### src/cpu_defines.svh
// ~~~~~~~~~~~~~~~~~~~~~~~~~~~~~~
// Global sizes for the execute core
// Changing WORD_W breaks the fixed MIPS field slicing
// ~~~~~~~~~~~~~~~~~~~~~~~~~~~~~~

`ifndef CPU_DEFINES_SVH
`define CPU_DEFINES_SVH

// Data path and instruction width
`define WORD_W 32

// Architectural registers, r0 hardwired to zero
`define REG_COUNT 32

`define LINK_REG 31 // JAL return address lands here

`endif

### src/cpu_types_pkg.sv
// ~~~~~~~~~~~~~~~~~~~~~~~~~~~~~~
// Shared types of the execute core
// Opcode and funct values follow classic MIPS-I
// LL and SC are listed but decode as no-ops
// ~~~~~~~~~~~~~~~~~~~~~~~~~~~~~~

`include "cpu_defines.svh"

package cpu_types_pkg;

        typedef logic [`WORD_W-1:0] word_t;
        typedef logic [$clog2(`REG_COUNT)-1:0] regIdx_t;

        // Primary opcode field, instr[31:26]
        typedef enum logic [5:0] {
                RTYPE = 6'b000000,
                J     = 6'b000010,
                JAL   = 6'b000011,
                BEQ   = 6'b000100,
                BNE   = 6'b000101,
                ADDI  = 6'b001000,
                ADDIU = 6'b001001,
                SLTI  = 6'b001010,
                SLTIU = 6'b001011,
                ANDI  = 6'b001100,
                ORI   = 6'b001101,
                LUI   = 6'b001111,
                LW    = 6'b100011,
                SW    = 6'b101011,
                LL    = 6'b110000,
                SC    = 6'b111000,
                XORI  = 6'b001110
        } opcode_t;

        // R-type function field, instr[5:0]
        typedef enum logic [5:0] {
                SLL  = 6'b000000,
                SRL  = 6'b000010,
                JR   = 6'b001000,
                ADD  = 6'b100000,
                ADDU = 6'b100001,
                SUB  = 6'b100010,
                SUBU = 6'b100011,
                AND  = 6'b100100,
                OR   = 6'b100101,
                XOR  = 6'b100110,
                NOR  = 6'b100111,
                SLT  = 6'b101010,
                SLTU = 6'b101011
        } funct_t;

        typedef enum logic [3:0] {
                ALU_ADD, ALU_SUB, ALU_AND, ALU_OR, ALU_XOR,
                ALU_NOR, ALU_SLT, ALU_SLTU, ALU_SLL, ALU_SRL
        } aluOp_t;

        typedef struct packed {
                logic   regDst;   // Write rd instead of rt
                logic   regWrite;
                logic   aluSrc;   // Operand B from immediate
                logic   memToReg;
                logic   dREN;
                logic   dWEN;
                logic   branch;
                logic   bne;
                logic   jmp;
                logic   jl;       // Link into r31
                logic   jmpReg;
                logic   shiftSel; // Operand A from shamt
                logic   zeroExt;
                logic   lui;
                aluOp_t aluOp;
        } ctrlWord_t;

        typedef struct packed {
                word_t rsVal;
                word_t rtVal;
        } operands_t;

        typedef struct packed {
                word_t nextPc;
                word_t aluResult;
                word_t dAddr;
                word_t storeData;
                logic  dREN;
                logic  dWEN;
        } execResult_t;

        typedef struct packed {
                logic    wen;
                regIdx_t waddr;
                word_t   wdata;
        } wbReq_t;

endpackage

### src/controlDecoder.sv
// ~~~~~~~~~~~~~~~~~~~~~~~~~~~~~~
// Purely combinational decode
// Unknown opcodes and functs give a harmless no-op
// LL and SC are not implemented
// ~~~~~~~~~~~~~~~~~~~~~~~~~~~~~~

`timescale 1ns/10ps

module controlDecoder (
        input  cpu_types_pkg::word_t     instr,
        output cpu_types_pkg::ctrlWord_t ctrl
);
        import cpu_types_pkg::*;

        opcode_t opcode;
        funct_t  funct;

        assign opcode = opcode_t'(instr[31:26]);
        assign funct  = funct_t'(instr[5:0]);

        always_comb begin
                ctrl       = '0;
                ctrl.aluOp = ALU_ADD;
                if (opcode == RTYPE) begin
                        ctrl.regDst   = 1'b1;
                        ctrl.regWrite = 1'b1;
                        case (funct)
                                SLL: begin
                                        ctrl.aluOp    = ALU_SLL;
                                        ctrl.shiftSel = 1'b1;
                                end
                                SRL: begin
                                        ctrl.aluOp    = ALU_SRL;
                                        ctrl.shiftSel = 1'b1;
                                end
                                JR: begin
                                        ctrl.regWrite = 1'b0; // Only redirects the PC
                                        ctrl.jmpReg   = 1'b1;
                                end
                                ADD, ADDU: ctrl.aluOp = ALU_ADD; // No overflow trap
                                SUB, SUBU: ctrl.aluOp = ALU_SUB;
                                AND:       ctrl.aluOp = ALU_AND;
                                OR:        ctrl.aluOp = ALU_OR;
                                XOR:       ctrl.aluOp = ALU_XOR;
                                NOR:       ctrl.aluOp = ALU_NOR;
                                SLT:       ctrl.aluOp = ALU_SLT;
                                SLTU:      ctrl.aluOp = ALU_SLTU;
                                default:   ctrl.regWrite = 1'b0;
                        endcase
                end else begin
                        // I and J type, immediate on operand B by default
                        ctrl.aluSrc = 1'b1;
                        case (opcode)
                                ADDI, ADDIU: ctrl.regWrite = 1'b1;
                                ANDI: begin
                                        ctrl.regWrite = 1'b1;
                                        ctrl.aluOp    = ALU_AND;
                                        ctrl.zeroExt  = 1'b1;
                                end
                                ORI: begin
                                        ctrl.regWrite = 1'b1;
                                        ctrl.aluOp    = ALU_OR;
                                        ctrl.zeroExt  = 1'b1;
                                end
                                XORI: begin
                                        ctrl.regWrite = 1'b1;
                                        ctrl.aluOp    = ALU_XOR;
                                        ctrl.zeroExt  = 1'b1;
                                end
                                SLTI: begin
                                        ctrl.regWrite = 1'b1;
                                        ctrl.aluOp    = ALU_SLT;
                                end
                                SLTIU: begin
                                        ctrl.regWrite = 1'b1;
                                        ctrl.aluOp    = ALU_SLTU;
                                end
                                LUI: begin
                                        ctrl.regWrite = 1'b1;
                                        ctrl.lui      = 1'b1;
                                end
                                LW: begin
                                        ctrl.regWrite = 1'b1;
                                        ctrl.memToReg = 1'b1;
                                        ctrl.dREN     = 1'b1;
                                end
                                SW: ctrl.dWEN = 1'b1;
                                BEQ: begin
                                        ctrl.aluSrc = 1'b0; // Compare rs with rt
                                        ctrl.branch = 1'b1;
                                        ctrl.aluOp  = ALU_SUB;
                                end
                                BNE: begin
                                        ctrl.aluSrc = 1'b0;
                                        ctrl.branch = 1'b1;
                                        ctrl.bne    = 1'b1;
                                        ctrl.aluOp  = ALU_SUB;
                                end
                                J: ctrl.jmp = 1'b1;
                                JAL: begin
                                        ctrl.regWrite = 1'b1;
                                        ctrl.jmp      = 1'b1;
                                        ctrl.jl       = 1'b1;
                                end
                                default: ctrl.aluSrc = 1'b0; // LL, SC, unknown
                        endcase
                end
        end

        // A single instruction never both loads and stores
        always_comb begin
                memExclusive: assert final (!(ctrl.dREN && ctrl.dWEN))
                        else $error("decoder set dREN and dWEN for %h", instr);
        end

endmodule

### src/regFile.sv
// ~~~~~~~~~~~~~~~~~~~~~~~~~~~~~~
// Two async read ports, one write port
// Writes land on the rising edge
// No write-to-read bypass in the same cycle
// ~~~~~~~~~~~~~~~~~~~~~~~~~~~~~~

`timescale 1ns/10ps

`include "cpu_defines.svh"

module regFile (
        input  logic                     clk,
        input  logic                     arstN,
        input  cpu_types_pkg::regIdx_t   rsIdx,
        input  cpu_types_pkg::regIdx_t   rtIdx,
        input  cpu_types_pkg::wbReq_t    wb,
        output cpu_types_pkg::operands_t ops
);
        import cpu_types_pkg::*;

        word_t regs [`REG_COUNT];

        always_ff @(posedge clk or negedge arstN) begin
                if (!arstN) begin
                        for (int i = 0; i < `REG_COUNT; i++) begin
                                regs[i] <= '0;
                        end
                end else if (wb.wen && wb.waddr != '0) begin // r0 never written
                        regs[wb.waddr] <= wb.wdata;
                end
        end

        always_comb begin
                ops.rsVal = (rsIdx == '0) ? '0 : regs[rsIdx];
                ops.rtVal = (rtIdx == '0) ? '0 : regs[rtIdx];
        end

        // A write request needs a known enable and a known target
        wbKnown: assert property (@(posedge clk) disable iff (!arstN)
                !$isunknown(wb.wen) && (!wb.wen || !$isunknown(wb.waddr)))
                else $error("write-back request with unknown enable or address");

endmodule

### src/aluUnit.sv
// ~~~~~~~~~~~~~~~~~~~~~~~~~~~~~~
// Execute stage, all combinational
// ADD and SUB never trap on overflow
// Strobes and write enable follow instrValid
// ~~~~~~~~~~~~~~~~~~~~~~~~~~~~~~

`timescale 1ns/10ps

`include "cpu_defines.svh"

module aluUnit (
        input  logic                       instrValid,
        input  cpu_types_pkg::word_t       pc,
        input  cpu_types_pkg::word_t       instr,
        input  cpu_types_pkg::word_t       loadData,
        input  cpu_types_pkg::ctrlWord_t   ctrl,
        input  cpu_types_pkg::operands_t   ops,
        output cpu_types_pkg::execResult_t result,
        output cpu_types_pkg::wbReq_t      wb
);
        import cpu_types_pkg::*;

        word_t   immSext;
        word_t   immExt;
        word_t   opA;
        word_t   opB;
        word_t   aluOut;
        word_t   pcPlus4;
        word_t   branchTarget;
        logic    taken;
        regIdx_t rtIdx;
        regIdx_t rdIdx;

        assign rtIdx   = instr[20:16];
        assign rdIdx   = instr[15:11];
        assign immSext = {{(`WORD_W-16){instr[15]}}, instr[15:0]};
        assign immExt  = ctrl.zeroExt ? {{(`WORD_W-16){1'b0}}, instr[15:0]} : immSext;

        // Shifts take shamt on A and rt on B
        assign opA = ctrl.shiftSel ? {{(`WORD_W-5){1'b0}}, instr[10:6]} : ops.rsVal;
        assign opB = ctrl.aluSrc ? immExt : ops.rtVal;

        always_comb begin
                case (ctrl.aluOp)
                        ALU_ADD:  aluOut = opA + opB;
                        ALU_SUB:  aluOut = opA - opB;
                        ALU_AND:  aluOut = opA & opB;
                        ALU_OR:   aluOut = opA | opB;
                        ALU_XOR:  aluOut = opA ^ opB;
                        ALU_NOR:  aluOut = ~(opA | opB);
                        ALU_SLT:  aluOut = word_t'($signed(opA) < $signed(opB));
                        ALU_SLTU: aluOut = word_t'(opA < opB);
                        ALU_SLL:  aluOut = opB << opA[4:0];
                        ALU_SRL:  aluOut = opB >> opA[4:0];
                        default:  aluOut = '0;
                endcase
        end

        assign pcPlus4      = pc + word_t'(4);
        assign branchTarget = pcPlus4 + {immSext[`WORD_W-3:0], 2'b00};
        assign taken = ctrl.branch && ((ops.rsVal == ops.rtVal) != ctrl.bne);

        always_comb begin
                if (ctrl.jmpReg)
                        result.nextPc = ops.rsVal;
                else if (ctrl.jmp)
                        result.nextPc = {pcPlus4[31:28], instr[25:0], 2'b00};
                else if (taken)
                        result.nextPc = branchTarget;
                else
                        result.nextPc = pcPlus4;
        end

        assign result.aluResult = ctrl.lui ? {instr[15:0], 16'h0000} : aluOut;
        assign result.dAddr     = ops.rsVal + immSext; // Always signed offset
        assign result.storeData = ops.rtVal;
        assign result.dREN      = instrValid && ctrl.dREN;
        assign result.dWEN      = instrValid && ctrl.dWEN;

        // Write-back select
        always_comb begin
                wb.wen = instrValid && ctrl.regWrite;
                if (ctrl.jl) begin
                        wb.waddr = regIdx_t'(`LINK_REG);
                        wb.wdata = pcPlus4;
                end else begin
                        wb.waddr = ctrl.regDst ? rdIdx : rtIdx;
                        wb.wdata = ctrl.memToReg ? loadData : result.aluResult;
                end
        end

        // Decoder and write-back path must agree that JR only redirects
        always_comb begin
                jrNoWrite: assert final (!(ctrl.jmpReg && wb.wen))
                        else $error("JR requested a register write at pc %h", pc);
        end

endmodule

### src/execCore.sv
// ~~~~~~~~~~~~~~~~~~~~~~~~~~~~~~
// Decode and execute core, single cycle
// Fetch and data memory live outside
// loadData must be valid in the LW cycle
// ~~~~~~~~~~~~~~~~~~~~~~~~~~~~~~

`timescale 1ns/10ps

module execCore (
        input  logic                       clk,
        input  logic                       arstN,
        input  logic                       instrValid,
        input  cpu_types_pkg::word_t       pc,
        input  cpu_types_pkg::word_t       instr,
        input  cpu_types_pkg::word_t       loadData,
        output cpu_types_pkg::execResult_t result
);
        import cpu_types_pkg::*;

        ctrlWord_t ctrl;
        operands_t ops;
        wbReq_t    wb; // Loops back into the register file

        controlDecoder uDecoder (
                .instr (instr),
                .ctrl  (ctrl)
        );

        regFile uRegFile (
                .clk   (clk),
                .arstN (arstN),
                .rsIdx (instr[25:21]),
                .rtIdx (instr[20:16]),
                .wb    (wb),
                .ops   (ops)
        );

        aluUnit uAlu (
                .instrValid (instrValid),
                .pc         (pc),
                .instr      (instr),
                .loadData   (loadData),
                .ctrl       (ctrl),
                .ops        (ops),
                .result     (result),
                .wb         (wb)
        );

endmodule

### config.mk
export PLATFORM = sky130hd
export DESIGN_NAME = execCore
export DESIGN_NICKNAME = d
export VERILOG_FILES = /design/src/cpu_types_pkg.sv /design/src/controlDecoder.sv /design/src/regFile.sv /design/src/aluUnit.sv /design/src/execCore.sv
export VERILOG_INCLUDE_DIRS = /design/src
export SDC_FILE = /design/constraint.sdc
export NUM_CORES = 2
export LEC_CHECK = 0
export BUFFER_PORTS_ARGS = -buffer_cell sky130_fd_sc_hd__buf_2
export CORE_MARGIN = 2
export CORE_UTILIZATION = 35
export CTS_BUF_LIST = sky130_fd_sc_hd__clkbuf_8
export DETAILED_ROUTE_END_ITERATION = 6
export PLACE_DENSITY = 0.53
export SLEW_MARGIN = 5
export SYNTH_ARGS = -nofsm -noshare
export SYNTH_HDL_FRONTEND = slang
export SYNTH_SLANG_ARGS = --single-unit
export TNS_END_PERCENT = 1
### constraint.sdc
create_clock -name clk -period 6.43 [get_ports clk]
set_input_delay 0.3215 -clock clk [delete_from_list [all_inputs] [get_ports clk]]
set_output_delay 0.3215 -clock clk [all_outputs]
set_load 0.005 [all_outputs]
==> metrics.md <==
| Metric | Value |
|---|---|
| Core area | `slightly below 0.2 mm2` |
| Pwr/cell area | `approximately 220 mW/mm2` |
| Mapped cell area | `0.0692 mm2` |
| Fin. Hold Viols | `0` |
| Crit share post-route | `103%` |
| Clock power frac | `between 30% and 40%` |
| Root buffer cell | `clkbuf_8` |
| DR WL met3 | `about 29000 um` |
| Wl on met1 | `around 130000 um` |
| Number of global-route vias before repair | `between 60000 and 70000` |
| MaxCap Viol Count | `1` |
| Gpl congestion | `between 1 and 1.5` |
| Final Util | `41.9%` |
| Post-synthesis net count | `6987` |
| Most used cell along the critical path | `buf_4` |
| Remaining Overflow, GRT | `0` |
| Global-route wire length before repair | `473000 um` |
| Iter 0 DRT Violations | `7051` |
| Vias post-DR | `62297` |
| Hpwl dp | `244000 um` |
| Top layer in use | `met5` |
| Synth top area share | `37.0%` |
| Post-route minimum period | `6.62 ns` |
| Post-Route WL | `339000 um` |
| Final total power | `18.4 mW` |
| Rows | `163` |
| Total CTS buffers | `161` |
| Synth cell types | `90` |
| RSZ-0062 raised after global routing | `yes` |
| Met2 WL | `148000 um` |
| TNS Setup | `-0.794 ns` |
| Final setup margin | `-0.187 ns` |
| Power Internal | `roughly 12 mW` |
| H-tree depth | `4` |
| Sw frac | `35.0%` |
| Status | `complete, but fails checks` |
| Nets@finish | `7579` |
| Vias per inst | `between 6 and 7` |
| Sw Pwr | `6.46 mW` |
| All-layer global routing usage | `roughly a third` |
| CP Max Fanout | `6` |
| Remaining DRCs | `8` |
| Worst-skew pair later-pin latency | `0.93 ns` |
| Post-synth EDFFs | `0` |
| Final cell count without fillers | `10098` |
| Horiz. Die Dim | `449 um` |
| Fmax | `151 MHz` |
| Largest net degree at the start of global routing | `177` |
| Slew headroom | `-1.92%` |
| Antenna viol nets, final | `0` |
| Critical Path RT | `6.11 ns` |
| Arr. time, crit path | `~6.3 ns` |
| IO Pins | `229` |
| Die ar. | `0.201 mm2` |
| Sink Count | `1024` |
| Max Slew Vio Count | `2` |
| Failing checks | `design-rule violations, max-capacitance violations, max-slew violations, negative setup slack` |
| Register bit total from synthesis | `1024` |
| Clock Path Buffers | `3` |
| Initial antenna violation count | `22` |
| Max stage delay on crit path | `0.51 ns` |
| P&R area growth vs syn | `19.3%` |
| Combinational power share | `between 20 and 30%` |
| Syn_area_per_cell | `10.3 um2` |
| Crit path kind | `reg -> out` |
| Async SR Flop Fraction | `100%` |
| Prevailing post-synth register cell | `dfrtp_1` |
| Top Registers | `uRegFile.regs (1024)` |
| Avg WL per Cell | `33.6 um` |
| First-pass DRT Iterations | `7` |
| Sequential-to-total area share from yosys stat | `37.0%` |
| Yosys warns | `0` |
| IO buf count | `228` |
| Worst-margin pin slew | `1.52 ns` |
| CP Capture Type | `output port` |
| Mapped Cells | `around 6700` |
| Post-Place Worst Slack | `-0.555 ns` |
| Synth area leaders | `dfrtp_1, mux4_2, mux2_2` |
| CTS tree | `built` |
| Share of cells above drive strength 1 | `32.2%` |
| Max reg flops | `1024` |
| Die Ht | `449 um` |
| Seq pwr share | `38.8%` |
| HP Class | `in -> async` |
| Pleak | `38.0 nW` |
| Crit-path slowest cell | `mux4_2` |
| Filler cell count | `19120` |
| Clock slew at reported path FFs | `0.07 ns` |
| Initial Util | `35.1%` |
| Placed Cells | `9770` |
| Leading area contributor after synthesis | `dfrtp_1` |
| Worst IR drop on VDD | `0.000216 V` |
| Final Skew | `0.0606 ns` |
| Biggest register | `uRegFile.regs` |
| Startpoint types | `flop` |
| # setup viols final | `9` |
worst max-delay path: cells and delay by family, from the launching register on:
| family | cells | cell delay, ns |
|---|---|---|
| AOI/OAI and AO/OA | 10 | 1.73 |
| buffers and inverters | 10 | 1.43 |
| muxes | 2 | 0.98 |
| and+or+nand+nor | 2 | 0.54 |
| DFF | 1 | 0.40 |
| adders and majority gates | 1 | 0.27 |
what timing repair did:
item | 4_1_cts | 5_1_grt
setup buffers | 3 | 8
endpoints found under the setup margin | 66 | 41
resized for setup | 48 | 85
endpoints found under the hold margin | 204 | 0
pin swaps | 11 | 31
hold buffers | 12 | 0
cells in the final DEF, fill, tap and decap left out, types with 77 or more instances in the layout:
master	n
dfrtp_1	1024
nand2_1	858
buf_4	730
o21ai_0	632
mux2i_1	503
mux2_2	473
mux4_2	412
nor2_1	241
buf_2	221
a21oi_1	220
a22oi_1	209
clkbuf_8	195
inv_1	182
ha_1	157
nand3_1	128
xnor2_1	85
nor3_1	82
buf_12	77
through the flow:
stage                     instance area [um2]  hold WS (ns)
after CTS                               82000        0.0172
after detailed placement                78300         0.384
final                                   82500        0.0861
after global placement                  78300         0.378
after floorplan                         69200        0.0259
after global routing                    82400        0.0691
area by class of cell:
cell class	count	area (um2)	share of cell area (%)
multi-input combinational	4934	41300	50.0
inverter	142	539	0.654
clock inverter	94	641	0.777
antenna	19	47.5	0.0576
tap	2640	3300	4.00
timing repair buffer	1050	8390	10.2
sequential	1024	25600	31.1
clock buffer	195	2680	3.25
logic make-up after synthesis:
kind of cell	Yosys count	synth area share (%)
compound gates	1609	14.5
xor+xnor	132	1.67
fa+ha+maj	167	3.06
buf+inv	763	4.82
flops	1024	37.0
mux	1395	28.5
simple gates	1631	10.4
synthesized netlist by cell type (91+ instances only):
cell	number
a22oi_1	212
nand2_1	879
mux4_2	412
buf_2	94
nand3_1	134
nor3_1	91
ha_1	163
o21ai_0	653
mux2_2	474
nor2_1	259
dfrtp_1	1024
a21oi_1	243
inv_1	135
clkbuf_1	418
mux2i_1	505
worst paths after layout:
kind	start	endpoint	slack, ns	cells after the start
max	uRegFile.regs[260]	result[90]	-0.19	25
min	arstN	uRegFile.regs[651]	0.09	2
max reg2reg	uRegFile.regs[260]	uRegFile.regs[274]	0.35	26
min reg2reg	uRegFile.regs[1019]	uRegFile.regs[1019]	0.40	0
max in group asynchronous	arstN	uRegFile.regs[22]	4.80	3
min in group clk	loadData[10]	uRegFile.regs[906]	0.10	5
routing by layer:
layer / global-route usage [%] / up-vias
met2: 49.2 / 3361
met5: 0 / -
met3: 7.08 / 922
met4: 23.5 / 14
met1: 41.9 / 31888
li1: - / 26112
power by group through the flow:
| stage | clock network, mW | registers, mW | logic (mW) |
|---|---|---|---|
| 6_report | 5.82 | 7.16 | 5.46 |
| 5_1_grt | 6.21 | 7.19 | 5.69 |
| 4_1_cts | 5.93 | 7.14 | 5.26 |
| 3_5_place_dp | 0 | 7.25 | 5.21 |
| 3_3_place_gp | 0 | 7.23 | 5.19 |
| 2_1_floorplan | 0 | 7.15 | 2.71 |
(Power assumes the default switching activity.)
